File: config.mk
export PLATFORM = sky130hd
export DESIGN_NAME = lcd_fill_top
export DESIGN_NICKNAME = d
export VERILOG_FILES = /design/src/source/lcd_pkg.sv /design/src/source/lcd_cfg_regs.sv /design/src/source/lcd_bus_writer.sv /design/src/source/lcd_fill_seq.sv /design/src/source/lcd_fill_top.sv
export SDC_FILE = /design/constraint.sdc
export NUM_CORES = 1
export LEC_CHECK = 0
export BUFFER_PORTS_ARGS = -buffer_cell sky130_fd_sc_hd__buf_2
export CAP_MARGIN = 10
export CORE_ASPECT_RATIO = 2
export CORE_MARGIN = 2
export CORE_UTILIZATION = 48
export CTS_CLUSTER_DIAMETER = 200
export DETAILED_ROUTE_END_ITERATION = 8
export HOLD_SLACK_MARGIN = 0.02
export PLACE_DENSITY = 0.72
export SETUP_SLACK_MARGIN = 0.05
export SYNTH_ARGS = -nofsm -noshare
export SYNTH_HDL_FRONTEND = slang
export SYNTH_SLANG_ARGS = --single-unit
File: constraint.sdc
create_clock -name clk -period 21.3 [get_ports clk]
set_input_delay 4.26 -clock clk [delete_from_list [all_inputs] [get_ports clk]]
set_output_delay 4.26 -clock clk [all_outputs]
set_load 0.02 [all_outputs]
File: src/source/lcd_pkg.sv
`default_nettype none

package lcd_pkg;

    typedef logic [7:0]  byte_t;
    typedef logic [15:0] coord_t;
    typedef logic [15:0] colour_t;
    typedef logic [2:0]  reg_addr_t;

    // panel commands used by the fill
    localparam byte_t CMD_CASET = 8'h2A;
    localparam byte_t CMD_PASET = 8'h2B;
    localparam byte_t CMD_RAMWR = 8'h2C;

    localparam reg_addr_t REG_X0     = 3'd0;
    localparam reg_addr_t REG_X1     = 3'd1;
    localparam reg_addr_t REG_Y0     = 3'd2;
    localparam reg_addr_t REG_Y1     = 3'd3;
    localparam reg_addr_t REG_COLOUR = 3'd4;

    typedef struct packed {
        coord_t  x0;
        coord_t  x1;
        coord_t  y0;
        coord_t  y1;
        colour_t colour;
    } win_cfg_t;

    typedef struct packed {
        byte_t       cmd;
        logic [31:0] params;    // first byte on top
        logic [2:0]  n_params;
        logic        data_only; // no command byte, dcx high throughout
    } bus_req_t;

    typedef struct packed {
        logic  csx;
        logic  dcx;
        logic  wrx;
        byte_t data;
    } lcd_bus_t;

endpackage

`default_nettype wire

File: src/source/lcd_cfg_regs.sv
`timescale 1ns/1ps
`default_nettype none

module lcd_cfg_regs (
    input  logic               clk,
    input  logic               nrst,
    input  logic               cfg_wr,
    input  lcd_pkg::reg_addr_t cfg_addr,
    input  logic [15:0]        cfg_wdata,
    input  logic               busy,
    output lcd_pkg::win_cfg_t  cfg
);

    logic wr_en;

    assign wr_en = cfg_wr && !busy; // window frozen during a fill

    always_ff @(posedge clk, negedge nrst) begin
        if (!nrst) begin
            cfg <= '0;
        end else if (wr_en) begin
            case (cfg_addr)
                lcd_pkg::REG_X0: begin
                    cfg.x0 <= cfg_wdata;
                end
                lcd_pkg::REG_X1: begin
                    cfg.x1 <= cfg_wdata;
                end
                lcd_pkg::REG_Y0: begin
                    cfg.y0 <= cfg_wdata;
                end
                lcd_pkg::REG_Y1: begin
                    cfg.y1 <= cfg_wdata;
                end
                lcd_pkg::REG_COLOUR: begin
                    cfg.colour <= cfg_wdata;
                end
                default: begin
                    // unmapped address, write dropped
                end
            endcase
        end
    end

endmodule

`default_nettype wire

File: src/source/lcd_bus_writer.sv
`timescale 1ns/1ps
`default_nettype none

module lcd_bus_writer (
    input  logic              clk,
    input  logic              nrst,
    input  logic              req_start,
    input  lcd_pkg::bus_req_t req,
    output logic              wr_busy,
    output logic              wr_done,
    output lcd_pkg::lcd_bus_t bus
);

    typedef enum logic [2:0] {
        IDLE,
        CMD_LOW,
        CMD_HIGH,
        PAR_LOW,
        PAR_HIGH,
        DONE
    } state_t;

    state_t      state;
    logic [31:0] par_q;    // remaining params, next byte on top
    logic [2:0]  cnt_q;    // params still to send

    assign wr_busy = (state != IDLE);
    assign wr_done = (state == DONE);

    always_ff @(posedge clk, negedge nrst) begin
        if (!nrst) begin
            state    <= IDLE;
            par_q    <= '0;
            cnt_q    <= '0;
            bus.csx  <= 1'b1;
            bus.dcx  <= 1'b0;
            bus.wrx  <= 1'b1;
            bus.data <= '0;
        end else begin
            case (state)
                IDLE: begin
                    if (req_start) begin
                        bus.csx <= 1'b0;
                        bus.wrx <= 1'b0;
                        if (req.data_only) begin
                            state    <= PAR_LOW;
                            bus.dcx  <= 1'b1;
                            bus.data <= req.params[31:24];
                            par_q    <= {req.params[23:0], 8'h00};
                            cnt_q    <= req.n_params - 3'd1;
                        end else begin
                            state    <= CMD_LOW;
                            bus.dcx  <= 1'b0;   // command byte
                            bus.data <= req.cmd;
                            par_q    <= req.params;
                            cnt_q    <= req.n_params;
                        end
                    end
                end
                CMD_LOW, PAR_LOW: begin
                    bus.wrx <= 1'b1; // panel latches on this edge
                    state   <= (state == CMD_LOW) ? CMD_HIGH : PAR_HIGH;
                end
                CMD_HIGH, PAR_HIGH: begin
                    if (cnt_q == 3'd0) begin
                        state   <= DONE;
                        bus.csx <= 1'b1;
                    end else begin
                        state    <= PAR_LOW;
                        bus.wrx  <= 1'b0;
                        bus.dcx  <= 1'b1;
                        bus.data <= par_q[31:24];
                        par_q    <= {par_q[23:0], 8'h00};
                        cnt_q    <= cnt_q - 3'd1;
                    end
                end
                DONE: begin
                    state <= IDLE;
                end
                default: begin
                    state <= IDLE;
                end
            endcase
        end
    end

endmodule

`default_nettype wire

File: src/source/lcd_fill_seq.sv
`timescale 1ns/1ps
`default_nettype none

module lcd_fill_seq #(
    parameter int CNT_W = 17
) (
    input  logic              clk,
    input  logic              nrst,
    input  logic              go,
    input  lcd_pkg::win_cfg_t cfg,
    input  logic              wr_busy,
    input  logic              wr_done,
    output logic              req_start,
    output lcd_pkg::bus_req_t req,
    output logic              busy,
    output logic              done
);

    typedef enum logic [2:0] {
        IDLE,
        SEND_CASET,
        SEND_PASET,
        SEND_RAMWR,
        SEND_PIXEL,
        WAIT,
        FINISH
    } state_t;

    state_t              state;
    state_t              ret_q;      // where to go after wr_done
    lcd_pkg::win_cfg_t   win_q;
    logic [CNT_W-1:0]    pix_cnt_q;
    lcd_pkg::coord_t     width;
    lcd_pkg::coord_t     height;
    logic [31:0]         area;
    logic                sending;

    assign width  = cfg.x1 - cfg.x0 + 16'd1;
    assign height = cfg.y1 - cfg.y0 + 16'd1;
    assign area   = width * height;

    assign sending = (state == SEND_CASET) || (state == SEND_PASET) ||
                     (state == SEND_RAMWR) || (state == SEND_PIXEL);

    assign req_start = sending && !wr_busy;
    assign busy      = (state != IDLE);
    assign done      = (state == FINISH);

    always_comb begin
        req = '0;
        case (state)
            SEND_CASET: begin
                req.cmd      = lcd_pkg::CMD_CASET;
                req.params   = {win_q.x0, win_q.x1};
                req.n_params = 3'd4;
            end
            SEND_PASET: begin
                req.cmd      = lcd_pkg::CMD_PASET;
                req.params   = {win_q.y0, win_q.y1};
                req.n_params = 3'd4;
            end
            SEND_RAMWR: begin
                req.cmd      = lcd_pkg::CMD_RAMWR;
                req.n_params = 3'd0;
            end
            SEND_PIXEL: begin
                req.params    = {win_q.colour, 16'h0000}; // high byte first
                req.n_params  = 3'd2;
                req.data_only = 1'b1;
            end
            default: begin
                req = '0;
            end
        endcase
    end

    always_ff @(posedge clk, negedge nrst) begin
        if (!nrst) begin
            state     <= IDLE;
            ret_q     <= IDLE;
            win_q     <= '0;
            pix_cnt_q <= '0;
        end else begin
            case (state)
                IDLE: begin
                    if (go) begin
                        state     <= SEND_CASET;
                        win_q     <= cfg;
                        pix_cnt_q <= area[CNT_W-1:0];
                    end
                end
                SEND_CASET, SEND_PASET, SEND_RAMWR: begin
                    if (!wr_busy) begin
                        state <= WAIT;
                        if (state == SEND_CASET) ret_q <= SEND_PASET;
                        else if (state == SEND_PASET) ret_q <= SEND_RAMWR;
                        else ret_q <= SEND_PIXEL;
                    end
                end
                SEND_PIXEL: begin
                    if (!wr_busy) begin
                        state     <= WAIT;
                        pix_cnt_q <= pix_cnt_q - 1'b1;
                        ret_q     <= (pix_cnt_q == 1) ? FINISH : SEND_PIXEL;
                    end
                end
                WAIT: begin
                    if (wr_done) begin
                        state <= ret_q;
                    end
                end
                FINISH: begin
                    state <= IDLE;
                end
                default: begin
                    state <= IDLE;
                end
            endcase
        end
    end

endmodule

`default_nettype wire

File: src/source/lcd_fill_top.sv
`timescale 1ns/1ps
`default_nettype none

module lcd_fill_top #(
    parameter int CNT_W = 17
) (
    input  logic               clk,
    input  logic               nrst,
    input  logic               cfg_wr,
    input  lcd_pkg::reg_addr_t cfg_addr,
    input  logic [15:0]        cfg_wdata,
    input  logic               go,
    output logic               busy,
    output logic               done,
    output lcd_pkg::lcd_bus_t  lcd
);

    lcd_pkg::win_cfg_t cfg;
    lcd_pkg::bus_req_t req;
    logic              req_start;
    logic              wr_busy;
    logic              wr_done;

    lcd_cfg_regs u_cfg_regs (
        .clk       (clk),
        .nrst      (nrst),
        .cfg_wr    (cfg_wr),
        .cfg_addr  (cfg_addr),
        .cfg_wdata (cfg_wdata),
        .busy      (busy),
        .cfg       (cfg)
    );

    lcd_fill_seq #(
        .CNT_W (CNT_W)
    ) u_fill_seq (
        .clk       (clk),
        .nrst      (nrst),
        .go        (go),
        .cfg       (cfg),
        .wr_busy   (wr_busy),
        .wr_done   (wr_done),
        .req_start (req_start),
        .req       (req),
        .busy      (busy),
        .done      (done)
    );

    lcd_bus_writer u_bus_writer (
        .clk       (clk),
        .nrst      (nrst),
        .req_start (req_start),
        .req       (req),
        .wr_busy   (wr_busy),
        .wr_done   (wr_done),
        .bus       (lcd)
    );

endmodule

`default_nettype wire

Word level (Yosys, flattened, before mapping)
Index checks and enable logic that the tools add are counted.

word-level totals
  register bits = 232
  output and inout bits = 13
  logic and storage cells = 124

operators by class
  $add $sub $neg = 7
  multipliers = 1
  equality and inequality tests = 24
  muxes and demuxes = 38
  reductions and logical operators = 34

operator list
  cell                                                  number
  2-to-1 mux 32 bit                                     3
  case mux 32 bit (3 select lines)                      1
  case mux 32 bit (2 select lines)                      1
  2-to-1 mux 3 bit                                      13
  2-to-1 mux 17 bit                                     2
  case mux 17 bit (2 select lines)                      1
  adder 16 x 1 -> 16 bit, second input constant         2
  subtractor 16 bit                                     2
  equality test 3 x 2 -> 1 bit, second input constant   6
  equality test 3 bit, second input constant            6
  case mux 3 bit (2 select lines)                       3
  case mux 3 bit (3 select lines)                       2
  case mux 6 bit (3 select lines)                       1
  AND reduction 3 bit                                   6
  equality test 17 x 1 -> 1 bit, second input constant  1
  multiplier 16 x 16 -> 17 bit                          1
  subtractor 17 x 1 -> 17 bit, second input constant    1
  case mux 8 bit (2 select lines)                       1
  zero test 3 bit                                       4
  != test 2 bit, second input constant                  6
  AND reduction 2 bit                                   6
  2-to-1 mux 11 bit                                     1
  2-to-1 mux 10 bit                                     1
  equality test 3 x 1 -> 1 bit, second input constant   3
  other kinds (15)                                      30

Longest topological paths before layout
  depth after elaboration = 7
  mapped depth = 32

By module
From an unflattened synthesis, not the netlist that was laid out.

second synthesis, totals
  cells, all modules = 1,743
  area, all modules = 17,042.6 µm²

modules (own cells, without submodules)
  module          times used  cells each  area an instance (µm²)  sequential area each (µm²)
  lcd_fill_seq    1           1,344       11,121.9                2,577.5
  lcd_cfg_regs    1           173         3,024.2                 2,001.9
  lcd_bus_writer  1           226         2,896.5                 1,228.7

Worst setup path after synthesis
No wires, ideal clock.

  kind = reg2reg
  from = reg u_cfg_regs.cfg[65] (netlist name)
  to = reg u_fill_seq.pix_cnt_q[16]
  library setup time = 77 ps
  arrival time = 7,180 ps
  setup slack = 14,042 ps
  stages on the path, launching flop included = 29
  period minus slack after synthesis = 7,258 ps
  cell sequence = dfrtp_1 -> ha_1 -> inv_1 -> ha_1 -> fa_1 -> a21oi_1 -> o21ai_0 -> o21ai_0 -> o21bai_1 -> a21oi_1 -> xnor2_1 -> nand2_1 -> fa_1 -> fa_1 -> inv_1 -> fa_1 -> inv_1 -> fa_1 -> fa_1 -> fa_1 -> xor2_1 -> xnor2_1 -> xnor2_1 -> xnor2_1 -> xnor2_1 -> xnor2_1 -> xnor3_1 -> xnor3_1 -> a21oi_1

on the way
  longest elaborated chain between the ends = 5

RTL lines
  element                           RTL line             RTL
  subtractor 16 bit                 lcd_fill_seq.sv:38   assign width = cfg.x1 - cfg.x0 + 16'd1;
  adder 16 x 1 -> 16 bit            lcd_fill_seq.sv:38
  multiplier 16 x 16 -> 17 bit      lcd_fill_seq.sv:40   assign area = width * height;
  2-to-1 mux 17 bit                 lcd_fill_seq.sv:86   if (go) begin
  case mux 17 bit (2 select lines)  lcd_fill_seq.sv:84   case (state)
  to (signal assigned)              lcd_fill_seq.sv:89   pix_cnt_q <= area[CNT_W-1:0];
  to (signal assigned)              lcd_fill_seq.sv:103  pix_cnt_q <= pix_cnt_q - 1'b1;
  to (decl)                         lcd_fill_seq.sv:32   logic [CNT_W-1:0] pix_cnt_q;

No other way between the ends. The select of a mux whose other input is x is not followed.
A chain may end at the register's enable or synchronous reset.

Final worst setup path
  from = reg u_cfg_regs.cfg[65] (netlist name)
  to = reg u_fill_seq.pix_cnt_q[16]

on the way
  longest elaborated chain between the ends = 5

RTL lines
  element                           RTL line
  subtractor 16 bit                 lcd_fill_seq.sv:38
  adder 16 x 1 -> 16 bit            lcd_fill_seq.sv:38
  multiplier 16 x 16 -> 17 bit      lcd_fill_seq.sv:40
  2-to-1 mux 17 bit                 lcd_fill_seq.sv:86
  case mux 17 bit (2 select lines)  lcd_fill_seq.sv:84

No other way between the ends. The select of a mux whose other input is x is not followed.

==> results.toml <==
[yosys]
synth_top_family_by_area = "adder cells"
synth_area_um2 = 15980
synth-compound-area-share_pct = 12.80
synth-seq-cells = 232
syn_avg_cell_area_um2 = 9.144
yosysUniqueCellTypes = 67
synth_mux_area_share_pct = 3.720
synth_warnings = 0
netlist_instances = 1747
synthAdderAreaFrac_pct = 20.80
synthFlopType = "dfrtp_1"
synth_edf_count = 0
synth_xor_area_share_pct = 4.308
synthSimpleGateAreaFrac_pct = 15.71
async_reset_ff_share_pct = 100.0
ys_seq_area_share_pct = 36.36
syn-num-nets = 1978

[critical_path]
crit_top_cell = "fa_1"
critPathKind = "reg -> reg"
worstReg2RegEnd = "u_fill_seq.pix_cnt_q[16]$_DFFE_PN0P_"
reg2reg_depth = 28
cp-end-kind = "flip-flop"
critPathBufInv = 3
worstPathRequired_ps = 21750
r2r-start = "u_cfg_regs.cfg[65]$_DFFE_PN0P_"
cp.arrival_ps = 8660
timing.reg2reg.setup_slack_ps = 13080
critical-path-max-stage-delay_ps = 560
cpMaxStageDelayCell = "fa_1"
start_kind = "flip-flop"
critPathMaxFanout = 6
path_delay_family = "adder cells"

[routing]
routedWlPerCell_um = 19.41
drc = 0
routed_via_density = 5.612
routed_wl_mm = 42.70
dr.pass1.iters = 5
antenna_left = 0
via_count = 12350
detail_route.iter0.violations = 736

[hold_path]
min_path_type = "reg -> reg"
hold_end = "u_fill_seq.win_q[9]$_DFFE_PN0P_"
min-delay-start = "u_cfg_regs.cfg[9]$_DFFE_PN0P_"
worstHoldPathCells = 2

[sta]
slew_violations = 0
fmax_ghz = 0.1217
period_share_pct = 38.57
finClkSkew_ps = 24.04
final.setup.tns_ps = 0
tightest_slew_ps = 1129
rsz0062_at_grt = "false"
setup_violations = 0
period_needed_ps = 8215
hold_viol = 0
max-slew-margin-rel_pct = 24.19

[layout]
register_area_um2 = 5808
drive_above_1_share_pct = 9.909
multi_input_area_um2 = 9205
areaGrowthSynthToFinish_pct = 8.278
final_nets = 1983
n_fill_cell = 2929

[flow_run]
max_cap_viol_count = 0

[clock_tree]
cts_resized = 0
clk_pin_slew_ps = 80
clk_latency_ps = 530
cts_root_buf = "clkbuf_16"
cts_made_buffers = 21
cts_hold_buf = 0
post_cts.repair.setup_buffers = 0
cts_tree = "done"
h-tree-depth = 1
clock-sinks = 232
clock_path_buffers = 3

[floorplanning]
dieArea_um2 = 34850
die_h_um = 262
fp.dieW_um = 133
core_um2 = 32810
initial_core_util_pct = 48.68
num_io_pins = 36
num_rows = 94

[power_and_ir_drop]
total_power_mw = 2.274
ir_drop_uv = 91.44
power_leakage_nw = 8.603
power.density_nw_per_um2 = 131.5

[grt]
grt_max_degree = 96
grt_pass1_wl_mm = 67.28
grt_pass1_vias = 12850
grt_remaining_overflow = 0
grtUsageTotal_pct = 24.97
antenna_found_initial = 1

[placement]
gp_congestion = 1.007
portBuffers = 35
dp_hpwl_mm = 32.65

[run_status]
status = "completed"
[flip-flops by register name (all words and copies together), names as in the netlist]
signal                count
u_cfg_regs.cfg           80
u_fill_seq.win_q         80
u_bus_writer.par_q       32
u_fill_seq.pix_cnt_q     17
u_bus_writer.bus         11
u_bus_writer.cnt_q        3
u_bus_writer.state        3
u_fill_seq.ret_q          3
u_fill_seq.state          3
[placed cells by master, fill, tap and decap left out, types with 4 or more instances in the layout]
| master | Yosys | final |
|---|---|---|
| a221o_1 | 8 | 8 |
| nand3_1 | 7 | 7 |
| nand2b_1 | 15 | 15 |
| xor2_1 | 14 | 14 |
| a31oi_1 | 4 | 4 |
| nand2_1 | 354 | 353 |
| ha_1 | 112 | 112 |
| or2_2 | 4 | 4 |
| fa_1 | 96 | 96 |
| nor4_1 | 4 | 4 |
| nor2b_1 | 8 | 8 |
| o21a_1 | 6 | 6 |
| a22oi_1 | 27 | 27 |
| and3_1 | 6 | 6 |
| nor2_1 | 86 | 84 |
| xnor2_1 | 48 | 48 |
| o21ai_0 | 164 | 164 |
| or3_1 | 4 | 4 |
| a211oi_1 | 4 | 4 |
| a21oi_1 | 68 | 68 |
| inv_1 | 187 | 187 |
| and2_2 | 3 | 4 |
| o21bai_1 | 5 | 5 |
| and2_1 | 45 | 44 |
| buf_4 | 0 | 23 |
| buf_2 | 0 | 34 |
| o31ai_1 | 12 | 12 |
| clkbuf_16 | 0 | 21 |
| a21o_1 | 10 | 10 |
| o211ai_1 | 12 | 12 |
| dfrtp_1 | 230 | 230 |
| xnor3_1 | 5 | 5 |
| mux2_2 | 51 | 51 |
| nor3_1 | 28 | 26 |
[through the flow]
| stage | cell area, um^2 | utilization, % | setup WS [ps] | std cells | hold slack (ps) |
|---|---|---|---|---|---|
| 2_1_floorplan | 15980 | - | 14040 | 1747 | 432.0 |
| 3_3_place_gp | 16610 | 50.62 | 13460 | 2161 | 441.3 |
| 3_5_place_dp | 16610 | 50.62 | 13250 | 2161 | 453.2 |
| 4_1_cts | 17290 | 52.69 | 13150 | 2198 | 468.8 |
| 5_1_grt | 17300 | 52.71 | 12780 | 2199 | 489.5 |
| 6_report | 17300 | 52.71 | 13080 | 2200 | 465.7 |
[per-layer routing]
layer / up-vias / share of wire [%] / GRT usage, % / wire [um]
met5: - / 0 / 0 / 0
met4: 0 / 9.6 / 19.80 / 4083
met3: 172 / 2.9 / 1.929 / 1248
met2: 356 / 54 / 47.94 / 23250
met1: 6081 / 33 / 24.36 / 14110
li1: 5737 / - / - / -
[logic make-up after synthesis]
group,Yosys count
xor+xnor,69
compound gates,342
simple gates,580
mux,53
flops,232
buf+inv,263
fa+ha+maj,208
[synth_stat cells (27+ instances only)]
master,n,share of area [%]
inv_1,187,4.4
a21oi_1,68,2.1
ha_1,112,8.8
nor3_1,28,0.88
nand2_1,354,8.3
nor2_1,86,2.0
mux2_2,51,3.6
dfrtp_1,230,36
o21ai_0,164,5.1
fa_1,96,12
clkbuf_1,70,1.6
and2_1,45,1.8
a22oi_1,27,1.3
xnor2_1,48,2.6
[where the power goes]
part	leakage [nW]	total (mW)	internal [mW]	switching [mW]
clock network	0.330	0.382	0.207	0.175
logic	5.32	1.29	0.483	0.806
registers	2.96	0.603	0.537	0.0652
[cell type report]
type | instances | share of cell area [%]
clock buffers | 27 | 3.342
inverters | 187 | 4.058
diodes | 2 | 0.02893
flip-flops and latches | 232 | 33.58
repair buffers | 58 | 2.069
multi-input cells | 1252 | 53.22
clock inverters | 10 | 0.5859
well taps | 432 | 3.125
[tightest hold or removal path, delay by kind of cell (launching register included)]
family,cells,cell delay (ps)
simple gates,2,100
flops,1,340
[worst max path at each step]
| stage | from | endpoint | cells after the start |
|---|---|---|---|
| floorplan | u_cfg_regs.cfg[65]$_DFFE_PN0P_ | u_fill_seq.pix_cnt_q[16]$_DFFE_PN0P_ | 28 |
| global placement | u_cfg_regs.cfg[65]$_DFFE_PN0P_ | u_fill_seq.pix_cnt_q[16]$_DFFE_PN0P_ | 26 |
| detailed placement | u_cfg_regs.cfg[65]$_DFFE_PN0P_ | u_fill_seq.pix_cnt_q[16]$_DFFE_PN0P_ | 28 |
| CTS | u_cfg_regs.cfg[65]$_DFFE_PN0P_ | u_fill_seq.pix_cnt_q[16]$_DFFE_PN0P_ | 28 |
| global route | u_cfg_regs.cfg[65]$_DFFE_PN0P_ | u_fill_seq.pix_cnt_q[16]$_DFFE_PN0P_ | 28 |
| finish | u_cfg_regs.cfg[65]$_DFFE_PN0P_ | u_fill_seq.pix_cnt_q[16]$_DFFE_PN0P_ | 28 |
(Power assumes the default switching activity.)
